**src/hdl/ntm_arith_pkg.sv**
```systemverilog
// Arithmetic and matrix types
`default_nettype none

package ntm_arith_pkg;

  //////////////////////////////////////////////////////////////////////
  // Widths and dimensions
  //////////////////////////////////////////////////////////////////////

  // Element, modulus and result width
  localparam int DATA_W = 12;

  // Largest row or column count
  localparam int MAX_DIM = 4;

  // Words per matrix
  localparam int ELEMS = MAX_DIM * MAX_DIM;

  //////////////////////////////////////////////////////////////////////
  // Types
  //////////////////////////////////////////////////////////////////////

  // One element, the modulus or one result
  typedef logic [DATA_W-1:0] elem_t;

  // Row or column count, 1..MAX_DIM
  typedef logic [$clog2(MAX_DIM+1)-1:0] dim_t;

  // Linear index i*MAX_DIM + j
  typedef logic [$clog2(ELEMS)-1:0] idx_t;

  // Divider lane FSM
  typedef enum logic [1:0] {
    IDLE,
    SEARCH,
    HOLD
  } lane_state_t;

endpackage

`default_nettype wire

```
**src/hdl/ntm_apb_pkg.sv**
```systemverilog
// APB register map
`default_nettype none

package ntm_apb_pkg;

  //////////////////////////////////////////////////////////////////////
  // Bus widths
  //////////////////////////////////////////////////////////////////////

  localparam int ADDR_W  = 8;
  localparam int PDATA_W = 32;

  typedef logic [ADDR_W-1:0] apb_addr_t;

  //////////////////////////////////////////////////////////////////////
  // Control registers
  //////////////////////////////////////////////////////////////////////

  // Bit 0 starts a run
  localparam apb_addr_t CTRL_OFS   = 8'h00;
  // Busy, sticky done, sticky error
  localparam apb_addr_t STATUS_OFS = 8'h04;
  localparam apb_addr_t MOD_OFS    = 8'h08;
  // SIZE_I in 2:0, SIZE_J in 6:4
  localparam apb_addr_t SIZE_OFS   = 8'h0C;

  //////////////////////////////////////////////////////////////////////
  // Matrix windows, 16 words each
  //////////////////////////////////////////////////////////////////////

  localparam apb_addr_t A_BASE = 8'h40;
  localparam apb_addr_t B_BASE = 8'h80;
  localparam apb_addr_t R_BASE = 8'hC0;

endpackage

`default_nettype wire

```
**src/hdl/ntm_div_lane_if.sv**
```systemverilog
// Sequencer to divider lane link
`timescale 1ns/100ps
`default_nettype none

interface ntm_div_lane_if import ntm_arith_pkg::*; ();

  // Request side
  logic  start;
  elem_t a;
  elem_t b;
  elem_t modulo;
  idx_t  tag;
  logic  ack;

  // Response side
  logic  idle;
  logic  done;
  elem_t result;
  logic  error;
  idx_t  tag_out;

  // Sequencer end
  modport seq (
    output start, a, b, modulo, tag, ack,
    input  idle, done, result, error, tag_out
  );

  // Lane end
  modport lane (
    input  start, a, b, modulo, tag, ack,
    output idle, done, result, error, tag_out
  );

endinterface

`default_nettype wire

```
**src/hdl/ntm_modular_divider.sv**
```systemverilog
// Modular divider lane
`timescale 1ns/100ps
`default_nettype none

module ntm_modular_divider import ntm_arith_pkg::*; (
  input wire           CLK,
  input wire           RST,
  ntm_div_lane_if.lane lane
);

  //////////////////////////////////////////////////////////////////////
  // Signals
  //////////////////////////////////////////////////////////////////////

  lane_state_t state;

  // Operands, reduced mod M on capture
  elem_t a_r;
  elem_t b_r;
  elem_t m_r;
  idx_t  tag_r;

  // Running a*x mod M and the candidate x
  elem_t acc;
  elem_t x;

  // Held answer
  elem_t res;
  logic  err;

  logic [DATA_W:0] sum;
  elem_t           acc_next;
  logic            hit;
  logic            last_x;

  //////////////////////////////////////////////////////////////////////
  // Search step
  //////////////////////////////////////////////////////////////////////

  // Both terms below M so one subtraction is enough
  assign sum      = {1'b0, acc} + {1'b0, a_r};
  assign acc_next = (sum >= {1'b0, m_r}) ? elem_t'(sum - {1'b0, m_r}) : elem_t'(sum);

  assign hit    = (acc == b_r);
  assign last_x = (x == m_r - 1'b1);

  // FSM
  always_ff @(posedge CLK or posedge RST) begin
    if (RST) begin
      state <= IDLE;
    end else begin
      case (state)
        IDLE: begin
          if (lane.start) begin
            state <= SEARCH;
          end
        end
        SEARCH: begin
          // Stop on a match or after the last candidate
          if (hit || last_x) begin
            state <= HOLD;
          end
        end
        HOLD: begin
          if (lane.ack) begin
            state <= IDLE;
          end
        end
        default: state <= IDLE;
      endcase
    end
  end

  // Datapath
  always_ff @(posedge CLK) begin
    if (state == IDLE && lane.start) begin
      a_r   <= lane.a % lane.modulo;
      b_r   <= lane.b % lane.modulo;
      m_r   <= lane.modulo;
      tag_r <= lane.tag;
      acc   <= '0;
      x     <= '0;
    end else if (state == SEARCH) begin
      if (hit) begin
        res <= x;
        err <= 1'b0;
      end else if (last_x) begin
        // No x solves it
        res <= '0;
        err <= 1'b1;
      end else begin
        acc <= acc_next;
        x   <= x + 1'b1;
      end
    end
  end

  //////////////////////////////////////////////////////////////////////
  // Outputs
  //////////////////////////////////////////////////////////////////////

  assign lane.idle    = (state == IDLE);
  assign lane.done    = (state == HOLD);
  assign lane.result  = res;
  assign lane.error   = err;
  assign lane.tag_out = tag_r;

  // Sequencer only starts an idle lane
  a_start_idle : assert property (@(posedge CLK) disable iff (RST)
    lane.start |-> state == IDLE);

endmodule

`default_nettype wire

```
**src/hdl/ntm_matrix_sequencer.sv**
```systemverilog
// Matrix loop and lane dispatch
`timescale 1ns/100ps
`default_nettype none

module ntm_matrix_sequencer import ntm_arith_pkg::*; (
  input wire          CLK,
  input wire          RST,

  // Run control
  input wire          run,
  output logic        busy,
  output logic        fin,

  // Settings
  input wire elem_t   modulo,
  input wire dim_t    size_i,
  input wire dim_t    size_j,

  // Operand read
  output idx_t        rd_idx,
  input wire elem_t   a_elem,
  input wire elem_t   b_elem,

  // Result write
  output logic        res_we,
  output idx_t        res_idx,
  output elem_t       res_data,
  output logic        res_err,

  // Lanes
  ntm_div_lane_if.seq lane0,
  ntm_div_lane_if.seq lane1
);

  //////////////////////////////////////////////////////////////////////
  // Signals
  //////////////////////////////////////////////////////////////////////

  // Loop counters
  dim_t i_q;
  dim_t j_q;

  logic       issued_all;
  logic [1:0] outstanding;   // elements in the lanes

  logic can_issue;
  logic issue;
  logic collect;
  logic last_elem;
  logic last_j;

  //////////////////////////////////////////////////////////////////////
  // Dispatch
  //////////////////////////////////////////////////////////////////////

  assign rd_idx    = idx_t'(i_q) * idx_t'(MAX_DIM) + idx_t'(j_q);
  assign last_j    = (j_q == size_j - 1'b1);
  assign last_elem = (i_q == size_i - 1'b1) && last_j;

  // Lower numbered idle lane takes the element
  assign can_issue   = busy && !issued_all;
  assign lane0.start = can_issue && lane0.idle;
  assign lane1.start = can_issue && !lane0.idle && lane1.idle;
  assign issue       = lane0.start || lane1.start;

  // Same operands to both lanes and start picks the lane
  assign lane0.a      = a_elem;
  assign lane0.b      = b_elem;
  assign lane0.modulo = modulo;
  assign lane0.tag    = rd_idx;
  assign lane1.a      = a_elem;
  assign lane1.b      = b_elem;
  assign lane1.modulo = modulo;
  assign lane1.tag    = rd_idx;

  //////////////////////////////////////////////////////////////////////
  // Collection
  //////////////////////////////////////////////////////////////////////

  // Lane 0 first while lane 1 holds its done
  assign lane0.ack = lane0.done;
  assign lane1.ack = lane1.done && !lane0.done;
  assign collect   = lane0.done || lane1.done;

  assign res_we   = collect;
  assign res_idx  = lane0.done ? lane0.tag_out : lane1.tag_out;
  assign res_data = lane0.done ? lane0.result  : lane1.result;
  assign res_err  = lane0.done ? lane0.error   : lane1.error;

  // Last write of the run
  assign fin = busy && issued_all && collect && (outstanding == 2'd1);

  // Loop state
  always_ff @(posedge CLK or posedge RST) begin
    if (RST) begin
      busy        <= 1'b0;
      i_q         <= '0;
      j_q         <= '0;
      issued_all  <= 1'b0;
      outstanding <= '0;
    end else if (!busy) begin
      if (run) begin
        busy        <= 1'b1;
        i_q         <= '0;
        j_q         <= '0;
        issued_all  <= 1'b0;
        outstanding <= '0;
      end
    end else begin
      // Step j, then i
      if (issue) begin
        if (last_elem) begin
          issued_all <= 1'b1;
        end else if (last_j) begin
          j_q <= '0;
          i_q <= i_q + 1'b1;
        end else begin
          j_q <= j_q + 1'b1;
        end
      end
      case ({issue, collect})
        2'b10:   outstanding <= outstanding + 1'b1;
        2'b01:   outstanding <= outstanding - 1'b1;
        default: outstanding <= outstanding;
      endcase
      if (fin) begin
        busy <= 1'b0;
      end
    end
  end

  // Held lane 1 result waits unchanged for its ack
  a_hold_ack : assert property (@(posedge CLK) disable iff (RST)
    (lane1.done && !lane1.ack) |=>
      lane1.done && $stable(lane1.result) && $stable(lane1.tag_out));

  // An acked lane is free on the next cycle
  a_ack_idle : assert property (@(posedge CLK) disable iff (RST)
    (lane0.ack |=> lane0.idle) and (lane1.ack |=> lane1.idle));

  // Lanes finish only inside a run
  a_we_busy : assert property (@(posedge CLK) disable iff (RST)
    res_we |-> busy);

endmodule

`default_nettype wire

```
**src/hdl/ntm_apb_regs.sv**
```systemverilog
// APB registers and matrix storage
`timescale 1ns/100ps
`default_nettype none

module ntm_apb_regs
  import ntm_arith_pkg::*;
  import ntm_apb_pkg::*;
(
  input wire                CLK,
  input wire                RST,

  // APB slave
  input wire                psel,
  input wire                penable,
  input wire                pwrite,
  input wire apb_addr_t     paddr,
  input wire [PDATA_W-1:0]  pwdata,
  output logic [PDATA_W-1:0] prdata,
  output logic              pready,
  output logic              pslverr,

  // To the sequencer
  output logic              run,
  output elem_t             modulo,
  output dim_t              size_i,
  output dim_t              size_j,
  input wire idx_t          rd_idx,
  output elem_t             a_elem,
  output elem_t             b_elem,

  // From the sequencer
  input wire                res_we,
  input wire idx_t          res_idx,
  input wire elem_t         res_data,
  input wire                res_err,
  input wire                busy,
  input wire                fin,
  output logic              done_irq
);

  //////////////////////////////////////////////////////////////////////
  // Decode
  //////////////////////////////////////////////////////////////////////

  logic       access;
  logic       wr;
  logic       aligned;
  logic [1:0] win_sel;
  idx_t       win_idx;
  logic       hit_ctrl;
  logic       hit_status;
  logic       hit_mod;
  logic       hit_size;
  logic       in_a;
  logic       in_b;
  logic       in_r;
  logic       unmapped;
  logic       wr_bad;
  logic       wr_ok;
  elem_t      wr_elem;
  dim_t       wr_size_i;
  dim_t       wr_size_j;
  logic       done_q;
  logic       err_q;

  elem_t a_mem [ELEMS];
  elem_t b_mem [ELEMS];
  elem_t r_mem [ELEMS];

  assign pready = 1'b1;
  assign access = psel && penable;
  assign wr     = access && pwrite;

  // Top two address bits pick the window
  assign aligned = (paddr[1:0] == 2'b00);
  assign win_sel = paddr[ADDR_W-1 -: 2];
  assign win_idx = idx_t'(paddr[ADDR_W-3:2]);

  assign hit_ctrl   = (paddr == CTRL_OFS);
  assign hit_status = (paddr == STATUS_OFS);
  assign hit_mod    = (paddr == MOD_OFS);
  assign hit_size   = (paddr == SIZE_OFS);
  assign in_a       = aligned && (win_sel == A_BASE[ADDR_W-1 -: 2]);
  assign in_b       = aligned && (win_sel == B_BASE[ADDR_W-1 -: 2]);
  assign in_r       = aligned && (win_sel == R_BASE[ADDR_W-1 -: 2]);
  assign unmapped   = !(hit_ctrl || hit_status || hit_mod || hit_size || in_a || in_b || in_r);

  assign wr_elem   = pwdata[DATA_W-1:0];
  assign wr_size_i = pwdata[2:0];
  assign wr_size_j = pwdata[6:4];

  // Rejected writes leave every register as it was
  assign wr_bad = unmapped || in_r
               || (busy && (in_a || in_b || hit_mod || hit_size))
               || (hit_mod && wr_elem < 2)
               || (hit_size && (wr_size_i == 0 || wr_size_i > MAX_DIM
                                || wr_size_j == 0 || wr_size_j > MAX_DIM));

  assign pslverr = access && (unmapped || (pwrite && wr_bad));
  assign wr_ok   = wr && !wr_bad;

  // START while busy is dropped quietly
  assign run = wr_ok && hit_ctrl && pwdata[0] && !busy;

  //////////////////////////////////////////////////////////////////////
  // Control and status
  //////////////////////////////////////////////////////////////////////

  always_ff @(posedge CLK or posedge RST) begin
    if (RST) begin
      modulo   <= elem_t'(2);
      size_i   <= dim_t'(1);
      size_j   <= dim_t'(1);
      done_q   <= 1'b0;
      err_q    <= 1'b0;
      done_irq <= 1'b0;
    end else begin
      if (wr_ok && hit_mod) begin
        modulo <= wr_elem;
      end
      if (wr_ok && hit_size) begin
        size_i <= wr_size_i;
        size_j <= wr_size_j;
      end
      // Sticky bits, set wins over write-one clear
      if (fin) begin
        done_q <= 1'b1;
      end else if (wr_ok && hit_status && pwdata[1]) begin
        done_q <= 1'b0;
      end
      if (res_we && res_err) begin
        err_q <= 1'b1;
      end else if (wr_ok && hit_status && pwdata[2]) begin
        err_q <= 1'b0;
      end
      done_irq <= fin;
    end
  end

  // Matrix arrays
  always_ff @(posedge CLK) begin
    if (wr_ok && in_a) begin
      a_mem[win_idx] <= wr_elem;
    end
    if (wr_ok && in_b) begin
      b_mem[win_idx] <= wr_elem;
    end
    if (res_we) begin
      r_mem[res_idx] <= res_data;
    end
  end

  assign a_elem = a_mem[rd_idx];
  assign b_elem = b_mem[rd_idx];

  // Read mux, CTRL reads as zero
  always_comb begin
    prdata = '0;
    if (hit_status) begin
      prdata[2:0] = {err_q, done_q, busy};
    end else if (hit_mod) begin
      prdata[DATA_W-1:0] = modulo;
    end else if (hit_size) begin
      prdata[2:0] = size_i;
      prdata[6:4] = size_j;
    end else if (in_a) begin
      prdata[DATA_W-1:0] = a_mem[win_idx];
    end else if (in_b) begin
      prdata[DATA_W-1:0] = b_mem[win_idx];
    end else if (in_r) begin
      prdata[DATA_W-1:0] = r_mem[win_idx];
    end
  end

  // Error response only after a proper setup phase
  a_slverr_access : assert property (@(posedge CLK) disable iff (RST)
    pslverr |-> psel && penable && $past(psel && !penable));

endmodule

`default_nettype wire

```
**src/hdl/ntm_matrix_divider_top.sv**
```systemverilog
// Matrix modular divider top level
`timescale 1ns/100ps
`default_nettype none

module ntm_matrix_divider_top
  import ntm_arith_pkg::*;
  import ntm_apb_pkg::*;
(
  input wire                 CLK,
  input wire                 RST,

  // APB
  input wire                 psel,
  input wire                 penable,
  input wire                 pwrite,
  input wire apb_addr_t      paddr,
  input wire [PDATA_W-1:0]   pwdata,
  output logic [PDATA_W-1:0] prdata,
  output logic               pready,
  output logic               pslverr,

  // End of run
  output logic               done_irq
);

  //////////////////////////////////////////////////////////////////////
  // Internal links
  //////////////////////////////////////////////////////////////////////

  logic  run;
  elem_t modulo;
  dim_t  size_i;
  dim_t  size_j;
  idx_t  rd_idx;
  elem_t a_elem;
  elem_t b_elem;
  logic  res_we;
  idx_t  res_idx;
  elem_t res_data;
  logic  res_err;
  logic  busy;
  logic  fin;

  // One link per lane
  ntm_div_lane_if lane0_if ();
  ntm_div_lane_if lane1_if ();

  // Bus side
  ntm_apb_regs regs (
    .CLK      (CLK),
    .RST      (RST),
    .psel     (psel),
    .penable  (penable),
    .pwrite   (pwrite),
    .paddr    (paddr),
    .pwdata   (pwdata),
    .prdata   (prdata),
    .pready   (pready),
    .pslverr  (pslverr),
    .run      (run),
    .modulo   (modulo),
    .size_i   (size_i),
    .size_j   (size_j),
    .rd_idx   (rd_idx),
    .a_elem   (a_elem),
    .b_elem   (b_elem),
    .res_we   (res_we),
    .res_idx  (res_idx),
    .res_data (res_data),
    .res_err  (res_err),
    .busy     (busy),
    .fin      (fin),
    .done_irq (done_irq)
  );

  // i/j loop
  ntm_matrix_sequencer sequencer (
    .CLK      (CLK),
    .RST      (RST),
    .run      (run),
    .busy     (busy),
    .fin      (fin),
    .modulo   (modulo),
    .size_i   (size_i),
    .size_j   (size_j),
    .rd_idx   (rd_idx),
    .a_elem   (a_elem),
    .b_elem   (b_elem),
    .res_we   (res_we),
    .res_idx  (res_idx),
    .res_data (res_data),
    .res_err  (res_err),
    .lane0    (lane0_if.seq),
    .lane1    (lane1_if.seq)
  );

  // Two divider lanes
  ntm_modular_divider divider0 (
    .CLK  (CLK),
    .RST  (RST),
    .lane (lane0_if.lane)
  );

  ntm_modular_divider divider1 (
    .CLK  (CLK),
    .RST  (RST),
    .lane (lane1_if.lane)
  );

endmodule

`default_nettype wire

```
**config.mk**
```make
export PLATFORM = sky130hd
export DESIGN_NAME = ntm_matrix_divider_top
export DESIGN_NICKNAME = d
export VERILOG_FILES = /design/src/hdl/ntm_arith_pkg.sv /design/src/hdl/ntm_apb_pkg.sv /design/src/hdl/ntm_div_lane_if.sv /design/src/hdl/ntm_modular_divider.sv /design/src/hdl/ntm_matrix_sequencer.sv /design/src/hdl/ntm_apb_regs.sv /design/src/hdl/ntm_matrix_divider_top.sv
export SDC_FILE = /design/constraint.sdc
export NUM_CORES = 2
export LEC_CHECK = 0
export ABC_AREA = 1
export BUFFER_PORTS_ARGS = -buffer_cell sky130_fd_sc_hd__buf_2
export CAP_MARGIN = 20
export CORE_MARGIN = 2
export CORE_UTILIZATION = 35
export CTS_CLUSTER_DIAMETER = 150
export DETAILED_ROUTE_END_ITERATION = 10
export SYNTH_ARGS = -nofsm -noshare
export SYNTH_HDL_FRONTEND = slang
export SYNTH_SLANG_ARGS = --single-unit
```
**constraint.sdc**
```tcl
create_clock -name CLK -period 24.6 [get_ports CLK]
set_input_delay 1.23 -clock CLK [delete_from_list [all_inputs] [get_ports CLK]]
set_output_delay 1.23 -clock CLK [all_outputs]
set_load 0.1 [all_outputs]
```
==> results by group <==
Yosys
  – Post-synth top flop: edfxtp_1
  – Post-Synth Simple-Gate Area: 16.29%
  – Synth unique cells: 77
  – FFs w/ async S/R, synth: 4.575%
  – Ys Warns: 0
  – Post-synthesis adder-cell area fraction: 6.591%
  – Post-Syn Area: 0.04340 mm²
  – Post-synthesis compound-gate area fraction: roughly 16%
  – Avg Cell Area, Syn: around 9.6 µm²
  – Area leader, netlist: edfxtp_1
  – Synth cell count leaders: edfxtp_1, nand2_1, inv_1, nor2_1, o21ai_0
  – Synth top area cells: edfxtp_1, ha_1, nand2_1
  – Number of synthesized flops with an enable pin: 682
  – Top-count cell post-synth: edfxtp_1
  – Post-Syn Instances: about 4500
  – Synth Area in XOR/XNOR: around 3.6%
  – Register bit total from synthesis: 765
  – Top cell type's share of synthesized area: approximately 47%
  – Multiplexer share of the synthesized area: 0.02306%
  – Largest family of logic cells by synthesized area: simple AND/OR/NAND/NOR gates
  – Sequential element share of the synthesized area: 51.43%

Place
  – Dpl cells: 6082
  – Hpwl dp: 84.27 mm
  – Placer Congestion: between 0.9 and 1
  – Dpl cell area: 0.04555 mm²
  – Port Buffers: 38

Floorplan
  – FP Rows: 129
  – Boundary Pins: 80
  – Die Footprint: ~0.13 mm²
  – CORE AREA: 0.1233 mm²
  – DIE HEIGHT: 356.1 µm
  – Die Width: roughly 360 µm
  – Initial core utilization: between 30% and 40%

GRT
  – Initial antenna violation count: 7
  – First-pass GRT wire length: 194.2 mm
  – Met2 capacity usage during global routing: about a third
  – All-Layer GR Usage: 19.94%
  – Peak-usage layer in the global routing report: met2
  – Met3 Usage GRT: under 10%
  – Met1 usage: 26.93%
  – Number of global-route vias before repair: around 33000
  – Global route total overflow: 0
  – Largest net degree at the start of global routing: 92

Power and ir drop
  – Max VDD drop: 0.00005383 V
  – Tot Pwr: approximately 2900 µW
  – PwrDens: 59.10 mW/mm²
  – Leakage power: 0.01944 µW

Critical path
  – CP startpoint kind: flop
  – Most common cell on crit path: nand2_1
  – Slowest cell on the critical path: a221oi_1
  – CP max stage delay: 0.83 ns
  – WP data arrival: 22.38 ns
  – Critical setup path kind: flop to flop
  – Worst EP required: 25.00 ns
  – Crit. End Element: flop
  – Max FO, Critical Path: 24

Route
  – Pre-Repair DR Iteration Count: 6
  – Wire per inst: 20.67 µm
  – Detailed-route via count: 34230
  – Starting DRC count in detailed routing: 3469
  – Antenna Nets Post-Route: 0
  – DR vias/cell: 5.482
  – Detailed-route wire length: approximately 130 mm
  – DR DRC count: 0

STA
  – Setup TNS: 0 ns
  – Final hold vios: 0
  – Clk_skew: just over 0.04 ns
  – Worst slew pin tran: between 1 and 1.5 ns
  – Fin crit period: 21.98 ns
  – Number of setup violations in the final report: 0
  – Slew Limit Fails: 0
  – RSZ-0062 raised after global routing: no
  – Fmax: roughly 45 MHz
  – Tcrit/Tclk final: approximately 89%
  – Normalized max-slew margin: 28.68%

Layout
  – Design area: 0.04853 mm²
  – Syn-to-layout area delta: 11.82%
  – Fraction of layout cells with a size suffix above 1: about a tenth
  – Nets: between 4000 and 5000
  – Final Non-Filler Cells: between 6000 and 7000

CTS
  – CTS tree: yes
  – Postcts setup bufs: 0
  – Clk_lat worst skew: 0.66 ns
  – Deepest clock path buffer count: 3
  – PostCTS Resize Cnt: 0
  – CTS H-tree depth: 3
  – CTS Hold Buffers Added: 0
  – Num CTS Buffers: 85
  – CTS clock-pin slew for the worst setup and hold paths: 0.06 ns
  – Clock root buffer: clkbuf_16
  – Num Clock Sinks: 765

Min path
  – Worst min path class: flop to flop

Outcome
  – Run status: complete, no violations

Run
  – Max Cap Viol: 0
-- final timing paths --
kind	to	slack (ns)	from	cells after the start
min	sequencer.outstanding[0]	0.50	sequencer.outstanding[0]	1
max reg2reg	divider1.b_r[5]	2.62	sequencer.i_q[0]	130
min reg2reg	sequencer.outstanding[0]	0.50	sequencer.outstanding[0]	1
max	divider1.b_r[5]	2.62	sequencer.i_q[0]	130
min in group asynchronous	regs.size_j[2]	0.77	RST	2
max in group asynchronous	sequencer.j_q[0]	23.23	RST	2
-- layer usage --
| metal | wire length [µm] | up-vias |
|---|---|---|
| met5 | 49 | - |
| met4 | 4160 | 8 |
| li1 | - | 16150 |
| met3 | 10420 | 259 |
| met2 | 58510 | 1420 |
| met1 | 55900 | 16390 |
-- through the flow --
step | worst slack (ns) | utilization (%) | hold WS, ns
after floorplan | 7.431 | - | 0.4421
after global placement | 3.116 | 36.94 | 0.4775
after detailed placement | 2.859 | 36.94 | 0.4960
after CTS | 2.735 | 39.34 | 0.5055
after global routing | 0.3603 | 39.35 | 0.5242
final | 2.617 | 39.35 | 0.5013
-- critical path: cells and delay by family (launching register included) --
kind | cells | cell delay (ns)
AOI/OAI and AO/OA | 39 | 7.39
and+or+nand+nor | 58 | 6.24
adders and majority gates | 13 | 4.04
buffers and inverters | 20 | 3.58
DFF | 1 | 0.42
-- state kept, by name, indices dropped and copies added (netlist names), 12 cells and up --
register	cells
divider1.x	12
regs.b_mem	192
divider1.m_r	12
divider0.a_r	12
divider0.m_r	12
regs.modulo	12
regs.r_mem	192
divider0.lane.result	12
regs.a_mem	192
divider0.acc	12
divider1.b_r	12
divider0.b_r	12
divider1.lane.result	12
divider0.x	12
divider1.acc	12
divider1.a_r	12
-- final cells by class --
cell class              instances  area, µm²
repair buffers                131      913.4
diodes                          4      10.01
inverters                     414       1562
fillers                     12030      74780
flip-flops and latches        765      22330
multi-input cells            3136      18710
clock buffers                  97       2192
clock inverters                60      773.2
well taps                    1637       2048
-- where the power goes --
group	internal, µW	switching (µW)
combinational	19.5	94.5
clock	804	545
sequential	1410	0.195
total	2230	639
-- cells in the final DEF (no fill, tap or decap), types with 23 or more instances in the layout --
cell and instances:
edfxtp_1 682, nand2_1 678, inv_1 381, nor2_1 371, o21ai_0 362, nand3_1 283, ha_1 218, a21oi_1 196
o22ai_1 147, xor2_1 118, buf_4 91, clkbuf_16 85, a22oi_1 79, o211ai_1 75, xnor2_1 58, a31oi_1 53
dfxtp_1 48, or2_2 41, buf_2 38, nand4_1 35, o21ai_1 31, dfrtp_1 30, o221ai_1 29, nor3_1 28
o21ai_2 28, nand2_2 26, nor4_1 25, inv_2 24, nand3_2 23
-- cells by family after synthesis --
| kind of cell | count (synthesis) |
|---|---|
| fa+ha+maj | 225 |
| simple gates | 1593 |
| xor+xnor | 177 |
| compound gates | 1119 |
| flops | 765 |
| buf+inv | 638 |
| other cells | 2 |
| mux | 1 |
No activity file was read; power rests on OpenSTA's default activity.
